--- config.mk ---
export PLATFORM = sky130hd
export DESIGN_NAME = switch
export DESIGN_NICKNAME = d
export VERILOG_FILES = /design/src/chiplet_types_pkg.sv /design/src/switch_cfg_pkg.sv /design/src/flit_fifo.sv /design/src/input_unit.sv /design/src/output_crossbar.sv /design/src/route_table.sv /design/src/switch.sv
export SDC_FILE = /design/constraint.sdc
export NUM_CORES = 1
export LEC_CHECK = 0
export BUFFER_PORTS_ARGS = -buffer_cell sky130_fd_sc_hd__buf_2
export CAP_MARGIN = 15
export CORE_MARGIN = 3
export CORE_UTILIZATION = 30
export DETAILED_ROUTE_END_ITERATION = 6
export PLACE_DENSITY_LB_ADDON = 0.12
export SYNTH_ARGS = -nofsm -noshare
export SYNTH_HDL_FRONTEND = slang
export SYNTH_SLANG_ARGS = --single-unit
--- constraint.sdc ---
create_clock -name clk -period 6.7 [get_ports clk]
set_input_delay 0.335 -clock clk [delete_from_list [all_inputs] [get_ports clk]]
set_output_delay 0.335 -clock clk [all_outputs]
set_load 0.01 [all_outputs]
--- src/chiplet_types_pkg.sv ---
package chiplet_types_pkg;

    // Flit payload width
    localparam int FLIT_WIDTH = 32;

    // Format field, top nibble of every flit
    localparam int FMT_MSB = 31;
    localparam int FMT_LSB = 28;

    // Destination node of any flit
    localparam int DEST_MSB = 27;
    localparam int DEST_LSB = 23;

    // Config flit, node whose route entry or id is written
    localparam int CFG_NODE_MSB = 22;
    localparam int CFG_NODE_LSB = 18;

    // Config flit, output port stored in the route entry
    localparam int CFG_PORT_MSB = 17;
    localparam int CFG_PORT_LSB = 16;

    // Config flit loads the node id instead of a route
    localparam int CFG_SET_ID_BIT = 15;

    // Format encodings
    localparam logic [FMT_MSB-FMT_LSB:0] FMT_DATA = 4'd1;
    localparam logic [FMT_MSB-FMT_LSB:0] FMT_SWITCH_CFG = 4'd4;

    typedef logic [FLIT_WIDTH-1:0] flit_t;

endpackage

--- src/switch_cfg_pkg.sv ---
package switch_cfg_pkg;

    // Port count and index width
    localparam int NUM_PORTS = 4;
    localparam int PORT_BITS = 2;

    // Input buffering, flits per port
    localparam int BUFFER_DEPTH = 4;
    localparam int PTR_BITS = $clog2(BUFFER_DEPTH);
    localparam int COUNT_BITS = $clog2(BUFFER_DEPTH + 1);

    // Route table size and node index width
    localparam int TOTAL_NODES = 32;
    localparam int NODE_BITS = 5;

endpackage

--- src/flit_fifo.sv ---
`timescale 1ns/10ps

module flit_fifo (
    input  logic                     clk,
    input  logic                     rst_n,
    input  logic                     wr_en,
    input  chiplet_types_pkg::flit_t wr_data,
    input  logic                     rd_en,
    output chiplet_types_pkg::flit_t rd_data,
    output logic                     empty,
    output logic                     full
);
    chiplet_types_pkg::flit_t mem [switch_cfg_pkg::BUFFER_DEPTH];
    logic [switch_cfg_pkg::PTR_BITS-1:0] wr_ptr;
    logic [switch_cfg_pkg::PTR_BITS-1:0] rd_ptr;
    logic [switch_cfg_pkg::COUNT_BITS-1:0] count;
    logic do_wr;
    logic do_rd;

    // Circular increment, also correct for depths that are not a power of two
    function automatic logic [switch_cfg_pkg::PTR_BITS-1:0] next_ptr(
        input logic [switch_cfg_pkg::PTR_BITS-1:0] ptr
    );
        if (int'(ptr) == switch_cfg_pkg::BUFFER_DEPTH - 1) begin
            return '0;
        end
        return ptr + 1'b1;
    endfunction

    assign empty = (count == '0);
    assign full = (int'(count) == switch_cfg_pkg::BUFFER_DEPTH);
    assign do_wr = wr_en && !full;
    assign do_rd = rd_en && !empty;

    // Head is visible without a read cycle
    assign rd_data = mem[rd_ptr];

    always_ff @(posedge clk) begin
        if (do_wr) begin
            mem[wr_ptr] <= wr_data;
        end
    end

    always_ff @(posedge clk) begin
        if (!rst_n) begin
            wr_ptr <= '0;
            rd_ptr <= '0;
            count <= '0;
        end else begin
            if (do_wr) begin
                wr_ptr <= next_ptr(wr_ptr);
            end
            if (do_rd) begin
                rd_ptr <= next_ptr(rd_ptr);
            end
            if (do_wr && !do_rd) begin
                count <= count + 1'b1;
            end else if (do_rd && !do_wr) begin
                count <= count - 1'b1;
            end
        end
    end
endmodule

--- src/input_unit.sv ---
`timescale 1ns/10ps

module input_unit (
    input  logic                                 clk,
    input  logic                                 rst_n,
    input  chiplet_types_pkg::flit_t             in_flit,
    input  logic                                 in_valid,
    input  logic [switch_cfg_pkg::PORT_BITS-1:0] lookup_port,
    input  logic                                 cfg_claim,
    input  logic                                 grant,
    output logic                                 in_ready,
    output logic [switch_cfg_pkg::NODE_BITS-1:0] lookup_node,
    output logic                                 cfg_valid,
    output chiplet_types_pkg::flit_t             cfg_flit,
    output logic                                 req,
    output logic [switch_cfg_pkg::PORT_BITS-1:0] req_port,
    output chiplet_types_pkg::flit_t             head_flit
);
    chiplet_types_pkg::flit_t head;
    logic [chiplet_types_pkg::FMT_MSB-chiplet_types_pkg::FMT_LSB:0] head_fmt;
    logic empty;
    logic full;
    logic is_data;
    logic is_cfg;
    logic is_other;
    logic pop;

    flit_fifo i_fifo (
        .clk     (clk),
        .rst_n   (rst_n),
        .wr_en   (in_valid),
        .wr_data (in_flit),
        .rd_en   (pop),
        .rd_data (head),
        .empty   (empty),
        .full    (full)
    );

    assign in_ready = !full;

    // Head format decode
    assign head_fmt = head[chiplet_types_pkg::FMT_MSB:chiplet_types_pkg::FMT_LSB];
    assign is_data = !empty && (head_fmt == chiplet_types_pkg::FMT_DATA);
    assign is_cfg = !empty && (head_fmt == chiplet_types_pkg::FMT_SWITCH_CFG);

    // Unknown formats would block the port forever
    assign is_other = !empty && !is_data && !is_cfg;

    // Route lookup on the head destination
    assign lookup_node = head[chiplet_types_pkg::DEST_MSB:chiplet_types_pkg::DEST_LSB];

    // Config heads go to the route table
    assign cfg_valid = is_cfg;
    assign cfg_flit = head;

    // Data heads request their routed output
    assign req = is_data;
    assign req_port = lookup_port;
    assign head_flit = head;

    assign pop = (is_data && grant) || (is_cfg && cfg_claim) || is_other;
endmodule

--- src/output_crossbar.sv ---
`timescale 1ns/10ps

module output_crossbar (
    input  logic                                 clk,
    input  logic                                 rst_n,
    input  logic                                 req [switch_cfg_pkg::NUM_PORTS],
    input  logic [switch_cfg_pkg::PORT_BITS-1:0] req_port [switch_cfg_pkg::NUM_PORTS],
    input  chiplet_types_pkg::flit_t             head_flit [switch_cfg_pkg::NUM_PORTS],
    input  logic                                 out_ready [switch_cfg_pkg::NUM_PORTS],
    output logic                                 grant [switch_cfg_pkg::NUM_PORTS],
    output chiplet_types_pkg::flit_t             out_flit [switch_cfg_pkg::NUM_PORTS],
    output logic                                 out_valid [switch_cfg_pkg::NUM_PORTS]
);
    logic [switch_cfg_pkg::PORT_BITS-1:0] rr_ptr [switch_cfg_pkg::NUM_PORTS];
    logic [switch_cfg_pkg::PORT_BITS-1:0] win [switch_cfg_pkg::NUM_PORTS];
    logic found [switch_cfg_pkg::NUM_PORTS];
    logic load_ok [switch_cfg_pkg::NUM_PORTS];

    // Output register is free or drains this cycle
    always_comb begin
        for (int o = 0; o < switch_cfg_pkg::NUM_PORTS; o++) begin
            load_ok[o] = !out_valid[o] || out_ready[o];
        end
    end

    // Round-robin search per output, starting at its pointer
    always_comb begin
        int idx;
        idx = 0;
        for (int i = 0; i < switch_cfg_pkg::NUM_PORTS; i++) begin
            grant[i] = 1'b0;
        end
        for (int o = 0; o < switch_cfg_pkg::NUM_PORTS; o++) begin
            found[o] = 1'b0;
            win[o] = '0;
            if (load_ok[o]) begin
                for (int k = 0; k < switch_cfg_pkg::NUM_PORTS; k++) begin
                    idx = (int'(rr_ptr[o]) + k) % switch_cfg_pkg::NUM_PORTS;
                    if (!found[o] && req[idx] && int'(req_port[idx]) == o) begin
                        found[o] = 1'b1;
                        win[o] = idx[switch_cfg_pkg::PORT_BITS-1:0];
                    end
                end
            end
            // Each input asks for one output only
            if (found[o]) begin
                grant[win[o]] = 1'b1;
            end
        end
    end

    always_ff @(posedge clk) begin
        if (!rst_n) begin
            for (int o = 0; o < switch_cfg_pkg::NUM_PORTS; o++) begin
                out_valid[o] <= 1'b0;
                rr_ptr[o] <= '0;
            end
        end else begin
            for (int o = 0; o < switch_cfg_pkg::NUM_PORTS; o++) begin
                if (load_ok[o]) begin
                    out_valid[o] <= found[o];
                end
                // Pointer moves one past the winner
                if (found[o]) begin
                    if (int'(win[o]) == switch_cfg_pkg::NUM_PORTS - 1) begin
                        rr_ptr[o] <= '0;
                    end else begin
                        rr_ptr[o] <= win[o] + 1'b1;
                    end
                end
            end
        end
    end

    always_ff @(posedge clk) begin
        for (int o = 0; o < switch_cfg_pkg::NUM_PORTS; o++) begin
            if (found[o]) begin
                out_flit[o] <= head_flit[win[o]];
            end
        end
    end
endmodule

--- src/route_table.sv ---
`timescale 1ns/10ps

module route_table (
    input  logic                                 clk,
    input  logic                                 rst_n,
    input  logic [switch_cfg_pkg::NODE_BITS-1:0] lookup_node [switch_cfg_pkg::NUM_PORTS],
    input  logic                                 cfg_valid [switch_cfg_pkg::NUM_PORTS],
    input  chiplet_types_pkg::flit_t             cfg_flit [switch_cfg_pkg::NUM_PORTS],
    output logic [switch_cfg_pkg::PORT_BITS-1:0] lookup_port [switch_cfg_pkg::NUM_PORTS],
    output logic                                 cfg_claim [switch_cfg_pkg::NUM_PORTS],
    output logic [switch_cfg_pkg::NODE_BITS-1:0] node_id
);
    logic [switch_cfg_pkg::PORT_BITS-1:0] route [switch_cfg_pkg::TOTAL_NODES];
    chiplet_types_pkg::flit_t sel_flit;
    logic cfg_any;
    logic addressed;
    logic [switch_cfg_pkg::NODE_BITS-1:0] cfg_dest;
    logic [switch_cfg_pkg::NODE_BITS-1:0] cfg_node;

    // Combinational lookup for every input head
    always_comb begin
        for (int i = 0; i < switch_cfg_pkg::NUM_PORTS; i++) begin
            lookup_port[i] = route[lookup_node[i]];
        end
    end

    // Lowest requesting port is served and pops its flit,
    // whether or not the flit turns out to be for this node
    always_comb begin
        cfg_any = 1'b0;
        sel_flit = '0;
        for (int i = 0; i < switch_cfg_pkg::NUM_PORTS; i++) begin
            cfg_claim[i] = 1'b0;
            if (cfg_valid[i] && !cfg_any) begin
                cfg_any = 1'b1;
                sel_flit = cfg_flit[i];
                cfg_claim[i] = 1'b1;
            end
        end
    end

    assign cfg_dest = sel_flit[chiplet_types_pkg::DEST_MSB:chiplet_types_pkg::DEST_LSB];
    assign cfg_node = sel_flit[chiplet_types_pkg::CFG_NODE_MSB:chiplet_types_pkg::CFG_NODE_LSB];

    // An unconfigured node accepts any config flit
    assign addressed = cfg_any && (cfg_dest == node_id || node_id == '0);

    always_ff @(posedge clk) begin
        if (!rst_n) begin
            node_id <= '0;
            for (int n = 0; n < switch_cfg_pkg::TOTAL_NODES; n++) begin
                route[n] <= '0;
            end
        end else if (addressed) begin
            if (sel_flit[chiplet_types_pkg::CFG_SET_ID_BIT]) begin
                node_id <= cfg_node;
            end else begin
                route[cfg_node] <=
                    sel_flit[chiplet_types_pkg::CFG_PORT_MSB:chiplet_types_pkg::CFG_PORT_LSB];
            end
        end
    end
endmodule

--- src/switch.sv ---
`timescale 1ns/10ps

module switch (
    input  logic                                 clk,
    input  logic                                 rst_n,
    input  chiplet_types_pkg::flit_t             in_flit [switch_cfg_pkg::NUM_PORTS],
    input  logic                                 in_valid [switch_cfg_pkg::NUM_PORTS],
    input  logic                                 out_ready [switch_cfg_pkg::NUM_PORTS],
    output logic                                 in_ready [switch_cfg_pkg::NUM_PORTS],
    output chiplet_types_pkg::flit_t             out_flit [switch_cfg_pkg::NUM_PORTS],
    output logic                                 out_valid [switch_cfg_pkg::NUM_PORTS],
    output logic [switch_cfg_pkg::NODE_BITS-1:0] node_id
);
    // Input unit to route table
    logic [switch_cfg_pkg::NODE_BITS-1:0] lookup_node [switch_cfg_pkg::NUM_PORTS];
    logic [switch_cfg_pkg::PORT_BITS-1:0] lookup_port [switch_cfg_pkg::NUM_PORTS];
    logic cfg_valid [switch_cfg_pkg::NUM_PORTS];
    chiplet_types_pkg::flit_t cfg_flit [switch_cfg_pkg::NUM_PORTS];
    logic cfg_claim [switch_cfg_pkg::NUM_PORTS];

    // Input unit to crossbar
    logic req [switch_cfg_pkg::NUM_PORTS];
    logic [switch_cfg_pkg::PORT_BITS-1:0] req_port [switch_cfg_pkg::NUM_PORTS];
    chiplet_types_pkg::flit_t head_flit [switch_cfg_pkg::NUM_PORTS];
    logic grant [switch_cfg_pkg::NUM_PORTS];

    route_table i_route_table (
        .clk         (clk),
        .rst_n       (rst_n),
        .lookup_node (lookup_node),
        .cfg_valid   (cfg_valid),
        .cfg_flit    (cfg_flit),
        .lookup_port (lookup_port),
        .cfg_claim   (cfg_claim),
        .node_id     (node_id)
    );

    for (genvar p = 0; p < switch_cfg_pkg::NUM_PORTS; p++) begin : g_input
        input_unit i_input_unit (
            .clk         (clk),
            .rst_n       (rst_n),
            .in_flit     (in_flit[p]),
            .in_valid    (in_valid[p]),
            .lookup_port (lookup_port[p]),
            .cfg_claim   (cfg_claim[p]),
            .grant       (grant[p]),
            .in_ready    (in_ready[p]),
            .lookup_node (lookup_node[p]),
            .cfg_valid   (cfg_valid[p]),
            .cfg_flit    (cfg_flit[p]),
            .req         (req[p]),
            .req_port    (req_port[p]),
            .head_flit   (head_flit[p])
        );
    end

    output_crossbar i_crossbar (
        .clk       (clk),
        .rst_n     (rst_n),
        .req       (req),
        .req_port  (req_port),
        .head_flit (head_flit),
        .out_ready (out_ready),
        .grant     (grant),
        .out_flit  (out_flit),
        .out_valid (out_valid)
    );
endmodule

==> results.md <==
- WL per Instance: 28.60 um
- Antenna-violating nets left: 0
- # IOs: 279
- Drt pass-1 iters: 6
- Top_reg_cell synth: edfxtp_1
- Post-Syn Area per Cell: 14.76 sq um
- WP depth: 23
- Crit path max fanout: 14
- Synth unique cells: 88
- Max Slew Vio Count: 0
- Rel. slew slack: 0.3942
- Pwr Total: 18.95 mW
- DIE WIDTH: 350.4 um
- Layout Cells excl Fill: 4467
- WP buf/inv: 5
- Worst reg2reg path depth: 23
- Startpoint types: flop
- CTS root buf: clkbuf_16
- DRC viols: 0
- First-pass GRT wire length: 177900 um
- Vias in the first global route: 23870
- CP max-delay cell: nor4_4
- Port Buffers: 278
- Setup TNS: 0 ps
- Most frequent cell after synthesis: edfxtp_1
- Via/cell ratio: 5.304
- Peak supply drop: 0.1993 mV
- Top area cells in the synthesized netlist: edfxtp_1 (60%), mux2i_1 (10%), mux4_2 (8.1%), dfxtp_1 (2.5%), nand2_1 (2.5%)
- GPL Wtd Cong: 0.9112
- Largest net degree at the start of global routing: 57
- Total CTS buffers: 88
- Row count: 125
- Grt total ovfl: 0
- Area grow syn2layout: 22.12%
- CP dominant cell by count: buf_4
- Initial drt markers: 1797
- Placed inst area: 38980 sq um
- Antenna violations before repair: 4
- Worst hold path type: primary input to flop
- Crit-path cells: mux2i_1, mux2_2, mux2i_1, o22ai_1, nor4_4, buf_4, nand2_1, o31ai_2, buf_4, a21o_1, nor2_1, o311ai_4, inv_2, ha_1, a221oi_1, buf_4, o21a_1, ha_1, inv_1, fa_1, xor2_1, or3_1, a21oi_1
- Synth async-reset ratio: 0
- Synth cell count leaders: edfxtp_1 (712), mux2i_1 (367), nand2_1 (236)
- WP data arrival: 6940 ps
- Final hold viol count: 0
- Seq/Total Area, Yosys: 0.6260
- Fin nets: 3056
- Critical Path RT: 7260 ps
- Worst-path clk slew: 60 ps
- Setup crit end: g_input[3].i_input_unit.i_fifo.count[2]$_SDFFE_PN0P_
- Synth Instances: 2411
- CTS Buffer Depth: 3
- Fraction of layout cells with a size suffix above 1: 0.2369
- Placed cell count: 4164
- Min Clock Period, post-route: 6388 ps
- Routed WL: 127800 um
- Final instance area: 43460 sq um
- Clock Skew: 65.90 ps
- H-tree depth: 3
- RSZ-0062 raised after global routing: no
- Total Die Area: 122800 sq um
- All-Layer GR Usage: 0.2027
- Clock sinks: 757
- Top-area cell type share of the netlist area: 0.6007
- Post-DP HPWL: 91100 um
- F_max: 0.1566 GHz
- Setup violators final: 0
- Fin worst setup slack: 312.4 ps
- Number of synthesized flops with an enable pin: 712
- Core area: 117000 sq um
- CP Class: flop to flop
- FF-to-FF setup slack: 310 ps
- Initial Util: 0.3042
- Tcrit/Tclk final: 0.9534
- Synth warnings: 0
- Worst-margin pin slew: 908.6 ps
- Status: finished clean
- Clk_lat worst skew: 670 ps
- Pleak: 15.05 nW
- Largest area contributor in the netlist: edfxtp_1
- Hold Slack: 94.68 ps
- Worst path top cell family by delay: compound AO/OA/AOI/OAI gates
- Die height: 350.4 um
- Reg-to-Reg End: g_input[3].i_input_unit.i_fifo.count[2]$_SDFFE_PN0P_
- Synthesized flop and latch total: 757
- Max Cap Viol: 0
- CTS tree: yes
- PwrDens: 435.9 nW/um^2
- Worst slack, placed: 151.3 ps
- Final design utilization: 0.3715
- Synthesized area: 35590 sq um
- DR vias: 23700
- Setup crit end kind: flop
- Net Count, Synth: 2593
- Max stage delay on crit path: 600 ps
cell families (layout without fill, tap and decap cells):
| logic type | after synthesis | after routing | share of synthesized area |
|---|---|---|---|
| xor+xnor | 14 | 14 | 0.003445 |
| mux | 501 | 504 | 0.1861 |
| simple gates | 578 | 578 | 0.07604 |
| buf+inv | 193 | 721 | 0.02675 |
| flops | 757 | 757 | 0.6260 |
| fa+ha+maj | 44 | 44 | 0.01631 |
| compound gates | 324 | 324 | 0.06532 |
| other cells | 0 | 1 | 0 |
power breakdown:
group	internal (mW)	switching [mW]
combinational	2.81	4.98
sequential	5.98	0.314
clock	2.90	1.96
total	11.7	7.26
placed cells by master, fill, tap and decap left out, drive strengths merged, types with 37 or more instances in the layout:
cell type    count
a21oi           59
mux2i          367
ha              40
nor2           144
mux4           131
dlygate4sd3    128
a32oi           50
clkinv          37
nand2          237
inv             44
o21ai           53
dfxtp           45
edfxtp         712
buf            392
clkbuf         106
worst reg2reg max path, cell delays in order, from the launching register on:
cell      delay (ps)
dfxtp_2          480
mux2i_1          230
mux2_2           570
mux2i_1          390
o22ai_1          180
nor4_4           600
buf_4            270
nand2_1           70
o31ai_2          170
buf_4            180
a21o_1           130
nor2_1            80
o311ai_4         510
inv_2            210
ha_1             280
a221oi_1         320
buf_4            190
o21a_1           130
ha_1             180
inv_1             70
fa_1             430
xor2_1           170
or3_1            310
a21oi_1          160
sequential cells by signal, indices dropped and copies added, names as in the netlist, 5 cells and up, named ones only:
register and count:
i_route_table.node_id 5, g_input.i_input_unit.i_fifo.rd_ptr 8, i_route_table.route 64, g_input.i_input_unit.i_fifo.count 12, g_input.i_input_unit.i_fifo.mem 512, i_crossbar.rr_ptr 8
i_crossbar.out_flit 128, g_input.i_input_unit.i_fifo.wr_ptr 8
worst min path at each step:
stage,endpoint,startpoint,slack [ps],cells after the start
after global placement,g_input[2].i_input_unit.i_fifo.count[2]$_SDFFE_PN0P_,g_input[2].i_input_unit.i_fifo.count[2]$_SDFFE_PN0P_,480,2
after detailed placement,g_input[2].i_input_unit.i_fifo.count[2]$_SDFFE_PN0P_,g_input[2].i_input_unit.i_fifo.count[2]$_SDFFE_PN0P_,500,2
after global routing,g_input[0].i_input_unit.i_fifo.wr_ptr[0]$_SDFFE_PN0P_,in_valid[3],90,4
after floorplan,g_input[0].i_input_unit.i_fifo.mem[0][0]$_DFFE_PP_,in_flit[96],430,0
final,g_input[0].i_input_unit.i_fifo.wr_ptr[0]$_SDFFE_PN0P_,in_valid[3],90,4
after CTS,g_input[0].i_input_unit.i_fifo.wr_ptr[0]$_SDFFE_PN0P_,in_valid[3],30,4
routing by layer:
metal / GRT usage / vias up / routed length (um)
met2: 0.3546 / 943 / 64400
li1: - / 10420 / -
met1: 0.2501 / 12120 / 50510
met3: 0.04535 / 206 / 8828
met5: 0 / - / 0
met4: 0.05880 / 0 / 4029
timing repair:
item,CTS,global route
buffers inserted,0,13
resized for setup,0,14
hold endpoints to repair,512,0
hold buffers,128,0
endpoints found under the setup margin,0,7
area by class of cell:
cell class                      count  area, sq um
Clock inverter                     52        658.1
Antenna cell                        1        2.502
Timing Repair Buffer              520         3615
Tap cell                         1524         1907
Multi-Input combinational cell   1464        12550
Inverter                           43        161.4
Sequential cell                   757        22290
Clock buffer                      106         2280
Fill cell                       11070        73520
Note: power is estimated with default switching activity, not from simulation.
